<file path="config.mk">
export PLATFORM = sky130hd
export DESIGN_NAME = renameTable
export DESIGN_NICKNAME = d
export VERILOG_FILES = /design/src/hw/renamePkg.sv /design/src/hw/renameTable.sv
export VERILOG_INCLUDE_DIRS = /design/src /design/src/hw
export SDC_FILE = /design/constraint.sdc
export NUM_CORES = 2
export LEC_CHECK = 0
export BUFFER_PORTS_ARGS = -buffer_cell sky130_fd_sc_hd__buf_4
export CAP_MARGIN = 20
export CORE_ASPECT_RATIO = 0.9
export CORE_MARGIN = 5
export CORE_UTILIZATION = 35
export CTS_CLUSTER_DIAMETER = 200
export CTS_CLUSTER_SIZE = 12
export DETAILED_ROUTE_END_ITERATION = 6
export SYNTH_ARGS = -nofsm -noshare
export SYNTH_HDL_FRONTEND = slang
export SYNTH_SLANG_ARGS = --single-unit
</file>
<file path="constraint.sdc">
create_clock -name clk -period 2.13 [get_ports clk]
set_input_delay 0.213 -clock clk [delete_from_list [all_inputs] [get_ports clk]]
set_output_delay 0.213 -clock clk [all_outputs]
set_load 0.02 [all_outputs]
</file>
<file path="src/hw/rename_macros.svh">
`ifndef RENAME_MACROS_SVH
`define RENAME_MACROS_SVH

// Rename slots offered to decode each cycle
`define NUM_ISSUE 4

// Oldest entries that can retire in one cycle
`define NUM_COMMIT 4

// Architectural registers, register 0 reads as zero
`define NUM_ARCH 32

// Commit queue entries, kept a power of two so the pointers wrap
`define CQ_DEPTH 32

`endif

</file>
<file path="src/hw/renamePkg.sv">
`default_nettype none

package renamePkg;

    // Top bit set means the tag names no physical register
    typedef logic [6:0] Tag;

    typedef logic [5:0] PhysIdx;

    typedef logic [4:0] ArchReg;

    // Encoding used for architectural register 0
    localparam Tag NO_TAG = 7'h40;

    // One renamed instruction waiting to retire
    typedef struct packed {
        ArchReg archReg;
        Tag newTag;
        Tag prevTag;
    } CommitEntry;

endpackage

`default_nettype wire

</file>
<file path="src/hw/renameTable.sv">
`timescale 1ns/100ps
`default_nettype none

`include "rename_macros.svh"

module renameTable (
    input  wire logic                   clk,
    input  wire logic                   rst,
    input  wire logic                   mispr,
    input  wire logic [`NUM_ISSUE-1:0]  fire,
    input  wire renamePkg::ArchReg      dst[`NUM_ISSUE],
    input  wire renamePkg::ArchReg      srcA[`NUM_ISSUE],
    input  wire renamePkg::ArchReg      srcB[`NUM_ISSUE],
    input  wire renamePkg::Tag          newTag[`NUM_ISSUE],
    input  wire logic                   retireValid[`NUM_COMMIT],
    input  wire renamePkg::ArchReg      retireReg[`NUM_COMMIT],
    input  wire renamePkg::Tag          retireNew[`NUM_COMMIT],
    output renamePkg::Tag               srcTagA[`NUM_ISSUE],
    output renamePkg::Tag               srcTagB[`NUM_ISSUE],
    output renamePkg::Tag               prevTag[`NUM_ISSUE]
);
    import renamePkg::*;

    Tag specMap[`NUM_ARCH];
    Tag comMap[`NUM_ARCH];
    Tag comMapNext[`NUM_ARCH];

    // Register 0 is never written, its entry keeps NO_TAG from reset
    logic wr[`NUM_ISSUE];

    always_comb begin
        for (int j = 0; j < `NUM_ISSUE; j++) begin
            wr[j] = fire[j] && (dst[j] != '0);
        end
    end

    // Lookups, a later slot sees what the earlier slots of its group wrote
    always_comb begin
        for (int j = 0; j < `NUM_ISSUE; j++) begin
            srcTagA[j] = specMap[srcA[j]];
            srcTagB[j] = specMap[srcB[j]];
            prevTag[j] = specMap[dst[j]];
            for (int k = 0; k < j; k++) begin
                if (wr[k] && dst[k] == srcA[j]) begin
                    srcTagA[j] = newTag[k];
                end
                if (wr[k] && dst[k] == srcB[j]) begin
                    srcTagB[j] = newTag[k];
                end
                if (wr[k] && dst[k] == dst[j]) begin
                    prevTag[j] = newTag[k];
                end
            end
        end
    end

    // Committed map after this cycle's retirement
    always_comb begin
        comMapNext = comMap;
        for (int i = 0; i < `NUM_COMMIT; i++) begin
            if (retireValid[i] && retireReg[i] != '0) begin
                comMapNext[retireReg[i]] = retireNew[i];
            end
        end
    end

    always_ff @(posedge clk) begin
        if (rst) begin
            for (int r = 0; r < `NUM_ARCH; r++) begin
                specMap[r] <= (r == 0) ? NO_TAG : Tag'(r);
                comMap[r] <= (r == 0) ? NO_TAG : Tag'(r);
            end
        end else begin
            comMap <= comMapNext;
            if (mispr) begin
                specMap <= comMapNext;
            end else begin
                // slot order, so the youngest writer of a register wins
                for (int j = 0; j < `NUM_ISSUE; j++) begin
                    if (wr[j]) begin
                        specMap[dst[j]] <= newTag[j];
                    end
                end
            end
        end
    end

endmodule

`default_nettype wire

</file>
# After elaboration in Yosys (flattened, before gate mapping)
# Index checks and enable logic that the tools add are counted.
# Widths: inputs -> output; s select.
# totals
ff_bits	448
word_cells	257
output_inout_bits	84
input_bits	147
# op_classes
mux	93
order_cmp	24
bitwise_logic	16
n_reduce_logical	42
eq_ne	18
# ops
cell	count
$mux 224	15
$bwmux 224	8
$bmux 7 s5	12
$mux 7	50
$demux 7 s5	8
$ge 6x6->1 const B	16
$not 5->6	16
$eq 5x5->1	18
$lt 6x1->1 const B	8
$reduce_bool 5->1	8
$logic_and 1x1->1	34

# Longest topological paths before layout
# logic_depth
depth_word	20
depth_mapped	10
ltp_nobuf	6

# Least setup slack after synthesis
# Ideal clock, no wire load.
# synth_timing
kind	input port to output port
from	input port dst[10] (netlist name)
to	output port srcTagA[0] (netlist name)
stages	8
arrival_time_ns	2.268
required_ns	1.917
setup_slack_ns	-0.351
path_buffers	2
path_cell_list	buf_2 buf_2 xnor2_1 nand3_1 or4_1 nand2_1 nor2_1 a221oi_1
# synth_lines
item	line_no	rtl
from (decl)	renameTable.sv:11	input wire renamePkg::ArchReg dst[`NUM_ISSUE],
to (decl)	renameTable.sv:18	output renamePkg::Tag srcTagA[`NUM_ISSUE],

==> results.ini <==
[status]
status=finished, violations left
failed_checks=design-rule violations, negative setup slack

[setup_path]
crit_family=simple AND/OR/NAND/NOR gates
crit_fanout=9
worstPathArrival_ns=3.03
worstSetupEndpointType=output pin
reg2reg_from=specMap[146]
start_kind=flip-flop
crit_buf_inv=1
cp.required_ns=1.92
worstSetupPathType=reg -> out
path_cells=mux4_2, mux2i_4, nor3b_2, or4_4, nor4_4, a21oi_2, buf_6
crit_slowest_cell=mux4_2
cpPeakStageDelay_ns=0.54
startpoint=specMap[173]

[final_layout]
drive_gt1_share_pct=47.3
fill_cells=14500
final_nets=7499
area_growth_pct=42.3
layout.area.seq_um2=9380
multiInputGateArea_um2=44100
final-instance-count-excl-fill=9504
postLayoutCoreUtil_pct=50.2

[power]
p_total_mw=32.7
p_per_area_nw_per_um2=414
ir_worst_vdd_mv=0.642
leakage_nw=31.0

[place]
hpwl_um=311000
routabilityCongestion=1.12
place_inst=9346
io_buffers=230

[clocking]
htreeDepth=2
clock_path_buffers=3
cts.sinks=448
cts.clk_slew.worst_paths_ns=0.07
clkLatencyLatePin_ns=0.66
cts_buffers=43
cts-root-buf=clkbuf_16
cts_tree=built
cts_hold_buf=0

[timing]
slew_headroom_pct=38.5
clock_skew_ns=0.0407
fin_crit_ns=3.24
tightest_slew_ns=0.923
post-route-period-util_pct=152
setup_violations=84
fmaxAchievable_ghz=0.308
setup_slack_ns=-1.11
slew_viol_final=0
hold_viol_final=0
rsz0062_at_grt=true

[global_routing]
grt_usage_pct=46.6
antenna_found_initial=45
grt_pass1_wl_um=547000
grt_max_degree=88
grt_pass1_vias=64800
grt-ovfl-total=0

[synth]
synth_nets=6241
ys_seq_area_share_pct=16.1
async_flop_share_pct=0
ys_top_cells_by_count=mux4_2, clkbuf_1, nor2_1
yosys.cell_types.count=87
synthMostInstantiatedCell=mux4_2
synth_top_cell_area_share_pct=30.2
netlist_instances=6094
ys_ff_latch=448
yosys.area.top_type=mux4_2
yosys-top-cells-area=mux4_2, dfxtp_1, mux2i_1
syn_area_um2=55600
yosys_warnings=0
avgSynthCellArea_um2=9.12
synth_edf_count=0
synthFlopType=dfxtp_1

[floorplan]
fp.dieW_um=430
dieArea_um2=167000
die_y_um=388
pin_count=231
fp-row-count=138
coreArea_um2=158000
start_util_pct=35.3

[routing]
via_per_inst=7.38
first_pass_iters=7
wl_um=409000
vias=70200
post_drt_wl_per_cell_um=43.0
drc_errors=64
first_iter_violations=13500
final_antenna_net_count=0

[min_path]
min_path_type=in -> reg
hold_start=newTag[3]

[flow_run]
max-cap-violations=0

[power by group]
group / internal, mW / total [mW] / switching [mW] / leakage (nW)
logic: 6.87 / 15.8 / 8.89 / 26.8
clock network: 3.63 / 7.66 / 4.03 / 0.560
registers: 8.70 / 9.28 / 0.587 / 3.70
[cell type report]
cell class                 instances  area share [%]
antenna                           49           0.155
clock inverter                     4          0.0728
inverter                          21           0.104
clock buffer                      44            1.37
tap                             2100            3.32
sequential                       448            11.9
multi-input combinational       4660            55.7
timing repair buffer            2178            27.4
[tightest hold or removal path: cells and delay by family]
| family | cells | cell delay [ns] |
|---|---|---|
| buffers and inverters | 1 | 0.18 |
| AOI/OAI and AO/OA | 1 | 0.07 |
| and+or+nand+nor | 1 | 0.19 |
[layer usage]
layer  global-route usage (%)  part of all wire [%]
met2                     61.4                    38
met3                     22.6                    17
met1                     58.6                    35
met5                     1.15                  0.12
met4                     33.2                   9.9
[final timing paths]
kind	cells after the start	slack [ns]	end
max	7	-1.11	prevTag[5]
min	3	0.06	specMap[45]
max reg2reg	7	0.09	specMap[146]
min reg2reg	1	0.47	comMap[223]
[through the flow]
step / worst slack [ns] / cell area, um^2 / TNS (ns) / hold slack, ns
2_1_floorplan: -0.102 / 56100 / -2.08 / 0.368
3_3_place_gp: -1.14 / 74900 / -93.26 / 0.432
3_5_place_dp: -0.943 / 74900 / -97.98 / 0.436
4_1_cts: -1.05 / 78500 / -69.47 / 0.0467
5_1_grt: -1.05 / 79000 / -71.49 / 0.0835
6_report: -1.11 / 79100 / -71.07 / 0.0600
[flip-flops by register name, indices dropped and copies added, names as in the netlist]
signal	count
specMap	224
comMap	224
[cells in the final DEF (no fill, tap or decap), types with 23 or more instances in the layout]
cell type	synthesis	final
buf_8	0	27
a31oi_1	28	26
xor2_1	35	35
nand3_1	141	136
nor2_2	23	25
dfxtp_2	0	88
or3_1	23	23
xnor2_1	55	55
nor2_1	657	653
nand2_1	349	338
a211oi_1	337	326
nor3_1	147	128
nand2b_1	105	102
a21oi_2	0	34
buf_6	7	215
mux2i_1	490	471
buf_4	22	1595
a21oi_1	204	160
o32ai_1	47	45
o21ai_0	213	182
mux2_4	0	31
a211o_1	75	75
clkbuf_16	0	45
o22ai_1	108	105
a22oi_1	79	59
o211ai_1	67	67
mux4_2	746	746
nor2b_1	74	65
dfxtp_4	0	81
buf_12	0	334
dfxtp_1	448	279
diode_2	0	49
a221oi_1	279	269
a2111oi_0	27	25
[cell families after synthesis]
family	share of synthesized area, %
AND/OR/NAND/NOR	14.9
multiplexers	39.7
AO/OA/AOI/OAI	20.5
flip-flops	16.1
buffers and inverters	7.29
XOR/XNOR	1.42
[what timing repair did]
action,in CTS,in global routing
resized for setup,693,122
gates cloned,6,2
pin swaps,116,51
endpoints found under the setup margin,85,95
setup buffers,95,20
No activity file was read; power rests on OpenSTA's default activity.
